## src/verilog/prefetch_cfg.svh

```systemverilog
`ifndef PREFETCH_CFG_SVH
`define PREFETCH_CFG_SVH

// FIFO depth, also the cap on outstanding bus transactions
`define PF_DEPTH 4

// Occupancy and outstanding counts must hold the depth itself
`define PF_CNT_W 3

// Address and instruction word width
`define PF_XLEN 32

`endif

```

## src/verilog/prefetch_pkg.sv

```systemverilog
`include "prefetch_cfg.svh"

package prefetch_pkg;

  // Byte address on the instruction bus
  typedef logic [`PF_XLEN-1:0] addr_t;

  // Fetched instruction word
  typedef logic [`PF_XLEN-1:0] instr_t;

  // FIFO occupancy and outstanding transaction count
  typedef logic [`PF_CNT_W-1:0] cnt_t;

  // Controller state
  // Branch wait replays the target until the bus grants it
  typedef enum logic {
    CTRL_IDLE        = 1'b0,
    CTRL_BRANCH_WAIT = 1'b1
  } ctrl_state_e;

endpackage

```

## src/verilog/prefetch_ctrl.sv

```systemverilog
`timescale 1ns/100ps
`include "prefetch_cfg.svh"

module prefetch_ctrl (
  input  logic                  clk,
  input  logic                  rst_n,

  // Fetch stage side
  input  logic                  req_i,
  input  logic                  branch_i,
  input  prefetch_pkg::addr_t   branch_addr_i,
  input  logic                  fetch_ready_i,
  output logic                  fetch_valid_o,
  output logic                  busy_o,

  // Bus request and response strobes
  output logic                  instr_req_o,
  output prefetch_pkg::addr_t   instr_addr_o,
  input  logic                  instr_gnt_i,
  input  logic                  instr_rvalid_i,

  // FIFO control and status
  output logic                  fifo_push_o,
  output logic                  fifo_pop_o,
  output logic                  fifo_flush_o,
  input  prefetch_pkg::cnt_t    fifo_cnt_i,
  input  logic                  fifo_empty_i
);

  import prefetch_pkg::*;

  // FSM
  ctrl_state_e state_q;
  ctrl_state_e state_d;

  // Outstanding transactions on the bus
  cnt_t        out_cnt_q;
  cnt_t        out_cnt_d;
  logic        count_up;
  logic        count_down;

  // Responses still to be dropped after a branch
  cnt_t        flush_cnt_q;
  cnt_t        flush_cnt_d;
  logic        flushing;

  // Address of the last accepted (or pending branch) transaction
  addr_t       addr_q;
  addr_t       addr_incr;
  addr_t       aligned_target;

  // One extra bit so the sum never wraps
  logic [`PF_CNT_W:0] fill_sum;

  logic        trans_accept;

  ////////////////////
  // Status
  ////////////////////

  // Busy while anything is in flight or being requested
  assign busy_o = (out_cnt_q != '0) || instr_req_o;

  assign flushing = (flush_cnt_q != '0);

  // Head of FIFO or a response on its way through
  // Never valid in the branch cycle or while stale responses drain
  assign fetch_valid_o = (!fifo_empty_i || instr_rvalid_i) && !(branch_i || flushing);

  ////////////////////
  // Request generation
  ////////////////////

  // Word fetches only
  assign aligned_target = {branch_addr_i[`PF_XLEN-1:2], 2'b00};
  assign addr_incr      = addr_q + addr_t'(4);

  // Words held plus words still coming back
  assign fill_sum = {1'b0, fifo_cnt_i} + {1'b0, out_cnt_q};

  // Room must exist for every response we ask for
  assign instr_req_o  = req_i && (fill_sum < (`PF_CNT_W+1)'(`PF_DEPTH));
  assign trans_accept = instr_req_o && instr_gnt_i;

  always_comb begin
    state_d      = state_q;
    instr_addr_o = addr_q;

    unique case (state_q)
      CTRL_IDLE: begin
        if (branch_i) begin
          instr_addr_o = aligned_target;
        end else begin
          instr_addr_o = addr_incr;
        end
        // Branch target not taken by the bus yet
        if (branch_i && !trans_accept) begin
          state_d = CTRL_BRANCH_WAIT;
        end
      end

      CTRL_BRANCH_WAIT: begin
        // Replay stored target, a newer branch overrides it
        instr_addr_o = branch_i ? aligned_target : addr_q;
        if (trans_accept) begin
          state_d = CTRL_IDLE;
        end
      end

      default: begin
        state_d = CTRL_IDLE;
      end
    endcase
  end

  ////////////////////
  // FIFO control
  ////////////////////

  // Responses skip the FIFO when it is empty and the consumer takes them
  assign fifo_push_o  = instr_rvalid_i && (!fifo_empty_i || !fetch_ready_i) &&
                        !(branch_i || flushing);
  assign fifo_pop_o   = !fifo_empty_i && fetch_ready_i;

  // Held words are stale once a branch is taken
  assign fifo_flush_o = branch_i;

  ////////////////////
  // Counters
  ////////////////////

  assign count_up   = trans_accept;
  assign count_down = instr_rvalid_i;

  always_comb begin
    unique case ({count_up, count_down})
      2'b10:   out_cnt_d = out_cnt_q + cnt_t'(1);
      2'b01:   out_cnt_d = out_cnt_q - cnt_t'(1);
      default: out_cnt_d = out_cnt_q;
    endcase
  end

  // At a branch every transaction already in flight is stale
  // the grant of the branch itself is not among them
  always_comb begin
    flush_cnt_d = flush_cnt_q;
    if (branch_i) begin
      flush_cnt_d = out_cnt_q;
      // A response arriving right now is dropped already
      if (instr_rvalid_i && (out_cnt_q != '0)) begin
        flush_cnt_d = out_cnt_q - cnt_t'(1);
      end
    end else if (instr_rvalid_i && flushing) begin
      flush_cnt_d = flush_cnt_q - cnt_t'(1);
    end
  end

  ////////////////////
  // Registers
  ////////////////////

  always_ff @(posedge clk or negedge rst_n) begin
    if (!rst_n) begin
      state_q     <= CTRL_IDLE;
      out_cnt_q   <= '0;
      flush_cnt_q <= '0;
      addr_q      <= '0;
    end else begin
      state_q     <= state_d;
      out_cnt_q   <= out_cnt_d;
      flush_cnt_q <= flush_cnt_d;
      // Keep the target for replay, or the last granted address
      if (branch_i || trans_accept) begin
        addr_q <= instr_addr_o;
      end
    end
  end

endmodule

```

## src/verilog/fetch_fifo.sv

```systemverilog
`timescale 1ns/100ps
`include "prefetch_cfg.svh"

module fetch_fifo (
  input  logic                  clk,
  input  logic                  rst_n,

  // Control from the prefetch controller
  input  logic                  push_i,
  input  logic                  pop_i,
  input  logic                  flush_i,

  // Incoming bus response
  input  prefetch_pkg::instr_t  in_rdata_i,

  // Status and output word
  output prefetch_pkg::cnt_t    count_o,
  output logic                  empty_o,
  output prefetch_pkg::instr_t  out_rdata_o
);

  import prefetch_pkg::*;

  localparam int PTR_W = (`PF_DEPTH > 1) ? $clog2(`PF_DEPTH) : 1;

  // Storage
  instr_t             mem_q [`PF_DEPTH];

  // Pointers and occupancy
  logic [PTR_W-1:0]   rptr_q;
  logic [PTR_W-1:0]   wptr_q;
  logic [PTR_W-1:0]   rptr_next;
  logic [PTR_W-1:0]   wptr_next;
  cnt_t               cnt_q;

  ////////////////////
  // Status and output
  ////////////////////

  assign count_o = cnt_q;
  assign empty_o = (cnt_q == '0);

  // Fall through when empty, the response goes straight out
  assign out_rdata_o = empty_o ? in_rdata_i : mem_q[rptr_q];

  ////////////////////
  // Pointer arithmetic
  ////////////////////

  // Wrap at depth, works for depths that are not a power of two
  assign rptr_next = (rptr_q == PTR_W'(`PF_DEPTH - 1)) ? '0 : rptr_q + PTR_W'(1);
  assign wptr_next = (wptr_q == PTR_W'(`PF_DEPTH - 1)) ? '0 : wptr_q + PTR_W'(1);

  ////////////////////
  // Control state
  ////////////////////

  always_ff @(posedge clk or negedge rst_n) begin
    if (!rst_n) begin
      rptr_q <= '0;
      wptr_q <= '0;
      cnt_q  <= '0;
    end else if (flush_i) begin
      // Whole buffer dropped in one cycle
      rptr_q <= '0;
      wptr_q <= '0;
      cnt_q  <= '0;
    end else begin
      if (push_i) begin
        wptr_q <= wptr_next;
      end
      if (pop_i) begin
        rptr_q <= rptr_next;
      end
      // Push and pop together leave the count alone
      unique case ({push_i, pop_i})
        2'b10:   cnt_q <= cnt_q + cnt_t'(1);
        2'b01:   cnt_q <= cnt_q - cnt_t'(1);
        default: cnt_q <= cnt_q;
      endcase
    end
  end

  ////////////////////
  // Storage write
  ////////////////////

  // Controller never pushes into a full buffer
  always_ff @(posedge clk) begin
    if (push_i && !flush_i) begin
      mem_q[wptr_q] <= in_rdata_i;
    end
  end

endmodule

```

## src/verilog/prefetch_buffer.sv

```systemverilog
`timescale 1ns/100ps

module prefetch_buffer (
  input  logic                  clk,
  input  logic                  rst_n,

  // Fetch stage
  input  logic                  req_i,
  input  logic                  branch_i,
  input  prefetch_pkg::addr_t   branch_addr_i,
  input  logic                  fetch_ready_i,
  output logic                  fetch_valid_o,
  output prefetch_pkg::instr_t  fetch_rdata_o,
  output logic                  busy_o,

  // Instruction bus
  output logic                  instr_req_o,
  output prefetch_pkg::addr_t   instr_addr_o,
  input  logic                  instr_gnt_i,
  input  logic                  instr_rvalid_i,
  input  prefetch_pkg::instr_t  instr_rdata_i
);

  import prefetch_pkg::*;

  // Controller to FIFO
  logic fifo_push;
  logic fifo_pop;
  logic fifo_flush;
  cnt_t fifo_cnt;
  logic fifo_empty;

  ////////////////////
  // Controller
  ////////////////////

  prefetch_ctrl u_ctrl (
    .clk            (clk),
    .rst_n          (rst_n),
    .req_i          (req_i),
    .branch_i       (branch_i),
    .branch_addr_i  (branch_addr_i),
    .fetch_ready_i  (fetch_ready_i),
    .fetch_valid_o  (fetch_valid_o),
    .busy_o         (busy_o),
    .instr_req_o    (instr_req_o),
    .instr_addr_o   (instr_addr_o),
    .instr_gnt_i    (instr_gnt_i),
    .instr_rvalid_i (instr_rvalid_i),
    .fifo_push_o    (fifo_push),
    .fifo_pop_o     (fifo_pop),
    .fifo_flush_o   (fifo_flush),
    .fifo_cnt_i     (fifo_cnt),
    .fifo_empty_i   (fifo_empty)
  );

  ////////////////////
  // Instruction FIFO
  ////////////////////

  // Response data enters here, head or bypass goes to fetch
  fetch_fifo u_fifo (
    .clk         (clk),
    .rst_n       (rst_n),
    .push_i      (fifo_push),
    .pop_i       (fifo_pop),
    .flush_i     (fifo_flush),
    .in_rdata_i  (instr_rdata_i),
    .count_o     (fifo_cnt),
    .empty_o     (fifo_empty),
    .out_rdata_o (fetch_rdata_o)
  );

endmodule

```

## config.mk

```make
export PLATFORM = sky130hd
export DESIGN_NAME = prefetch_buffer
export DESIGN_NICKNAME = d
export VERILOG_FILES = /design/src/verilog/prefetch_pkg.sv /design/src/verilog/prefetch_ctrl.sv /design/src/verilog/fetch_fifo.sv /design/src/verilog/prefetch_buffer.sv
export VERILOG_INCLUDE_DIRS = /design/src /design/src/verilog
export SDC_FILE = /design/constraint.sdc
export NUM_CORES = 1
export LEC_CHECK = 0
export BUFFER_PORTS_ARGS = -buffer_cell sky130_fd_sc_hd__buf_4
export CAP_MARGIN = 10
export CORE_MARGIN = 2
export CORE_UTILIZATION = 35
export CTS_BUF_LIST = sky130_fd_sc_hd__clkbuf_8
export DETAILED_ROUTE_END_ITERATION = 16
export PLACE_DENSITY = 0.54
export SYNTH_ARGS = -nofsm -noshare
export SYNTH_HDL_FRONTEND = slang
export SYNTH_SLANG_ARGS = --single-unit
```

## constraint.sdc

```tcl
create_clock -name clk -period 4 [get_ports clk]
set_input_delay 0.6 -clock clk [delete_from_list [all_inputs] [get_ports clk]]
set_output_delay 0.6 -clock clk [all_outputs]
set_load 0.1 [all_outputs]
```

## After elaboration in Yosys (flattened, before gate mapping)

Memories as Yosys holds them, arrays and structs flattened.
Cells that the tools add are included.

| operators by class | value |
|---|---|
| add/subtract/negate cells | 9 |
| order comparisons | 1 |
| equality and inequality tests | 6 |
| mux-type cells | 21 |
| bitwise operators | 1 |
| reductions and logical operators | 28 |

Operators by type and width:

| operator | count |
|---|---|
| two-way mux 32 bit | 3 |
| case mux 32 bit (2 select lines) | 1 |
| adder 32 x 3 -> 32 bit (second input constant) | 1 |
| two-way mux 2 bit | 6 |
| two-way mux 3 bit | 4 |
| case mux 3 bit (2 select lines) | 2 |
| logical AND 1 bit | 10 |
| nonzero test 3 bit | 3 |
| subtractor 3 x 1 -> 3 bit (second input constant) | 3 |
| == test 2 bit (second input constant) | 4 |
| nonzero test 2 bit | 4 |
| adder 3 x 1 -> 3 bit (second input constant) | 2 |
| logical NOT 1 bit | 5 |
| logical OR 1 bit | 5 |
| adder 2 x 1 -> 2 bit (second input constant) | 2 |
| adder 3 x 3 -> 4 bit | 1 |
| == test 2 x 1 -> 1 bit (second input constant) | 2 |
| less-than comparator 4 x 3 -> 1 bit (second input constant) | 1 |
| two-way mux 1 bit | 4 |
| logical NOT 3 bit | 1 |
| case mux 1 bit (2 select lines) | 1 |
| inverter 1 bit | 1 |

| storage, ports and cells | value |
|---|---|
| register bits | 46 |
| RAM bits | 128 |
| input port bits | 71 |
| logic and storage cells | 74 |
| memories kept | 1 |

Memory list:

| name | depth | bits a word | read ports | clocked after Yosys merged registers in | write ports | RTL line | RTL |
|---|---|---|---|---|---|---|---|
| u_fifo.mem_q | 4 | 32 | 1 | 0 | 1 | fetch_fifo.sv:27 | `` instr_t mem_q [`PF_DEPTH]; `` |

## Logic depth before layout (Yosys ltp)

| logic depth | value |
|---|---|
| depth after elaboration | 8 |
| gate-level depth with buffers | 10 |
| mapped depth without buffers | 9 |

## By module

From an unflattened synthesis, not the netlist that was laid out.

| second synthesis, totals | value |
|---|---|
| cell total of the unflattened synthesis | 580 |
| area, all modules | 8,605.8 um2 |

Modules (own cells, without submodules):

| module | instances | cells an instance | area each (um2) | seq. area each (um2) |
|---|---|---|---|---|
| fetch_fifo | 1 | 245 | 5,450.2 | 4,018.9 |
| prefetch_ctrl | 1 | 335 | 3,155.5 | 975.9 |

## Worst setup path after synthesis

No wires, ideal clock.

| timing path | value |
|---|---|
| kind | input-to-output |
| start | input branch_i |
| end | output instr_addr_o[11] |
| arrival time | 3.464 ns |
| required time | 3.400 ns |
| slack | -0.064 ns |
| cell stages on the path | 4 |
| cells stage by stage | and4b_1 > and4_1 > buf_2 > o31ai_1 |

| between the ends | value |
|---|---|
| longest elaborated chain between the ends | 2 |
| elaborated cells on any way between the ends | 3 |
| classes of those cells | 3 x mux |

Ends and longest elaborated chain:

| element | RTL line | RTL |
|---|---|---|
| from (decl) | prefetch_buffer.sv:9 | `input logic branch_i,` |
| two-way mux 32 bit, on equally long branches | prefetch_ctrl.sv:104, prefetch_ctrl.sv:91 |  |
| case mux 32 bit (2 select lines) (*) | prefetch_ctrl.sv:89 | `unique case (state_q)` |
| to (decl) | prefetch_buffer.sv:18 | `output prefetch_pkg::addr_t instr_addr_o,` |

Mark *: on every way between the ends. The rest lies on a longest branch, timed or not.

## Worst setup path after layout

| timing path | value |
|---|---|
| start | register u_ctrl.addr_q[16] |
| end | output instr_addr_o[28] |

| between the ends | value |
|---|---|
| longest elaborated chain between the ends | 3 |

Ends and longest elaborated chain:

| element | RTL line | RTL |
|---|---|---|
| from (decl) | prefetch_ctrl.sv:48 | `addr_t addr_q;` |
| from (signal assigned) | prefetch_ctrl.sv:174 | `addr_q <= instr_addr_o;` |
| adder 32 x 3 -> 32 bit | prefetch_ctrl.sv:76 | `assign addr_incr = addr_q + addr_t'(4);` |
| two-way mux 32 bit | prefetch_ctrl.sv:91 | `if (branch_i) begin` |
| case mux 32 bit (2 select lines) | prefetch_ctrl.sv:89 |  |

No other way between the ends.

==> flow_summary.json <==
{
  "status": "finished clean",
  "fin_skew_ns": 0.0178,
  "synth_mux_area_share_pct": 19.1,
  "synth_compound_area_share_pct": 5.76,
  "grt_first_pass_wirelength_um": 30800,
  "cap_violations": 0,
  "dp_hpwl_um": 13000,
  "synthCells": 604,
  "cts_made_buffers": 17,
  "fp.dieH_um": 161,
  "die_area_mm2": 0.0259,
  "rsz0062_at_grt": "false",
  "gp_congestion": 0.808,
  "synth_edf_count": 128,
  "synth_fa_ha_area_share_pct": 2.27,
  "pwr-share-comb_pct": 31.6,
  "cts_tree": "done",
  "grt_max_degree": 47,
  "drtIter0Drc": 220,
  "ys_warn_count": 0,
  "final_cell_mix": "147 x buf_4, 128 x edfxtp_1, 48 x mux2i_1",
  "initial_utilization_pct": 35.5,
  "startpoint_type": "register",
  "postRouteAntennaNets": 0,
  "avgSynthCellArea_um2": 14.2,
  "cts_root_buf": "clkbuf_8",
  "ys_ff_latch": 174,
  "cts_setup_buffers": 0,
  "crit_required_ns": 3.40,
  "hold_viol": 0,
  "p_leak_uw": 0.00396,
  "cts_buffer_depth": 2,
  "final_max_slew_viol_count": 0,
  "setup_ws_ns": 0.518,
  "clk_pin_slew_worst_paths_ns": 0.11,
  "cp-end-kind": "output port",
  "drc": 0,
  "period_needed_ns": 3.48,
  "cp.arrival_ns": 2.88,
  "switching_share_pct": 39.4,
  "dp.cells": 1038,
  "synthXorXnorAreaFrac_pct": 0.814,
  "setup_viol": 0,
  "clk_latency_ns": 0.46,
  "die_w_um": 161,
  "cts_max_level": 4,
  "final_cells": 1070,
  "drt_pass1_iterations": 5,
  "cts_resized": 0,
  "whs_ns": 0.160,
  "syn_nets": 690,
  "synthToLayoutAreaGrowth_pct": 20.5,
  "track_usage_pct": 15.3,
  "final.setup.tns_ns": 0,
  "hp-class": "input pin to asynchronous set/reset pin",
  "utilization_pct": 42.8,
  "netlist_area_mm2": 0.00860,
  "p_clk_share_pct": 25.4,
  "slew_headroom_pct": 34.7,
  "viasPerCell": 5.11,
  "port_buffers": 135,
  "synth_simple_gate_area_share_pct": 11.3,
  "critical_path_class": "register to output port",
  "tightest_slew_ns": 0.973,
  "synth_top_family_by_area": "multiplexers",
  "p_switching_uw": 1970,
  "wire_per_inst_um": 18.2,
  "synth-seq-area-share_pct": 58.0,
  "n_antenna_cell": 0,
  "place_ws_ns": 0.776,
  "core_area_mm2": 0.0242,
  "layout_commonest_cell": "buf_4",
  "antenna_found_initial": 0,
  "synth.distinct_cells": 61,
  "layout.nets": 819,
  "cp_max_fo": 18,
  "synthArstFlopShare_pct": 26.4,
  "via_count": 5470,
  "p_seq_share_pct": 43.0,
  "grt-ovfl-total": 0,
  "synth-main-ff-cell": "edfxtp_1",
  "io_pins": 138,
  "drive_gt1_share_pct": 36.2,
  "internal_power_uw": 3040,
  "std_cell_rows": 57,
  "clock-sinks": 174,
  "grt_pass1_vias": 5717,
  "period_share_pct": 87.0,
  "ir_drop_mv": 0.332,
  "fmax_mhz": 287,
  "ctsHoldBuffers": 0,
  "p_per_area_mw_per_mm2": 483,
  "wl_um": 19500
}
[sequential cells by signal (all words and copies together), names as in the netlist]
register / count
u_ctrl.addr_q: 32
u_ctrl.flush_cnt_q: 3
u_fifo.wptr_q: 2
u_fifo.mem_q: 128
u_fifo.count_o: 3
u_ctrl.state_q: 1
u_fifo.rptr_q: 2
u_ctrl.out_cnt_q: 3
[final timing paths]
check | cells after the start | end | slack, ns | startpoint
worst max-delay path | 5 | instr_addr_o[28] | 0.52 | u_ctrl.addr_q[16]$_DFFE_PN0P_
worst min-delay path | 1 | u_ctrl.addr_q[27]$_DFFE_PN0P_ | 0.16 | rst_n
worst max register to register | 8 | u_ctrl.out_cnt_q[2]$_DFFE_PN0P_ | 1.25 | u_fifo.count_o[2]$_DFFE_PN0P_
worst min register to register | 1 | u_ctrl.addr_q[0]$_DFFE_PN0P_ | 0.51 | u_ctrl.addr_q[0]$_DFFE_PN0P_
max in group asynchronous | 1 | u_fifo.rptr_q[0]$_DFFE_PN0P_ | 3.37 | rst_n
min in group clk | 1 | u_fifo.mem_q[2][20]$_DFFE_PP_ | 0.35 | instr_rdata_i[20]
[area by class of cell]
class | instances | area (µm²)
Timing Repair Buffer | 148 | 1120
Tap cell | 324 | 405
Fill cell | 2243 | 13900
Clock buffer | 17 | 234
Inverter | 12 | 45.0
Multi-Input combinational cell | 380 | 3380
Clock inverter | 15 | 183
Sequential cell | 174 | 5000
[power groups by stage]
stage / clock, µW / combinational (µW) / sequential (µW)
3_3_place_gp: 0 / 1570 / 2190
4_1_cts: 1320 / 1600 / 2150
6_report: 1270 / 1580 / 2160
2_1_floorplan: 0 / 1270 / 2140
5_1_grt: 1390 / 1680 / 2170
3_5_place_dp: 0 / 1590 / 2190
[synthesized netlist by cell type, types with 14 or more instances]
| library cell | n | share of area (%) |
|---|---|---|
| nand2_1 | 22 | 0.96 |
| edfxtp_1 | 128 | 45 |
| ha_1 | 14 | 2.0 |
| mux2_2 | 39 | 5.1 |
| mux2i_1 | 48 | 5.6 |
| buf_2 | 17 | 0.99 |
| nand4_1 | 14 | 1.0 |
| dfrtp_1 | 46 | 13 |
| mux4_2 | 32 | 8.4 |
| nand3_1 | 23 | 1.3 |
| o21ai_0 | 20 | 1.2 |
| nor2_1 | 29 | 1.3 |
[kinds of logic (layout without fill, tap and decap cells)]
family | count (synthesis) | in the layout
and+or+nand+nor | 163 | 163
xor gates and xnor gates | 8 | 8
muxes | 119 | 119
adders and majority gates | 15 | 15
AOI/OAI and AO/OA | 75 | 75
DFF | 174 | 174
buffers and inverters | 50 | 192
[per-stage QoR]
| stage | area [µm²] | power, µW |
|---|---|---|
| final | 10400 | 5010 |
| after global routing | 10400 | 5250 |
| after CTS | 10400 | 5070 |
| after detailed placement | 9950 | 3790 |
| after global placement | 9950 | 3750 |
| after floorplan | 8610 | 3410 |
[critical path, stage by stage (launching register included)]
cell,delay (ns)
dfrtp_1,0.52
nand3_2,0.19
nor4_4,0.89
nand3_1,0.19
mux2i_1,0.29
buf_4,0.34
[layer usage]
layer	vias up	global-route usage (%)	wire (µm)
li1	2602	-	-
met1	2710	19.6	8670
met2	146	25.6	9470
met3	12	4.39	1180
met4	0	3.65	146
met5	-	0	0
(Power assumes the default switching activity.)
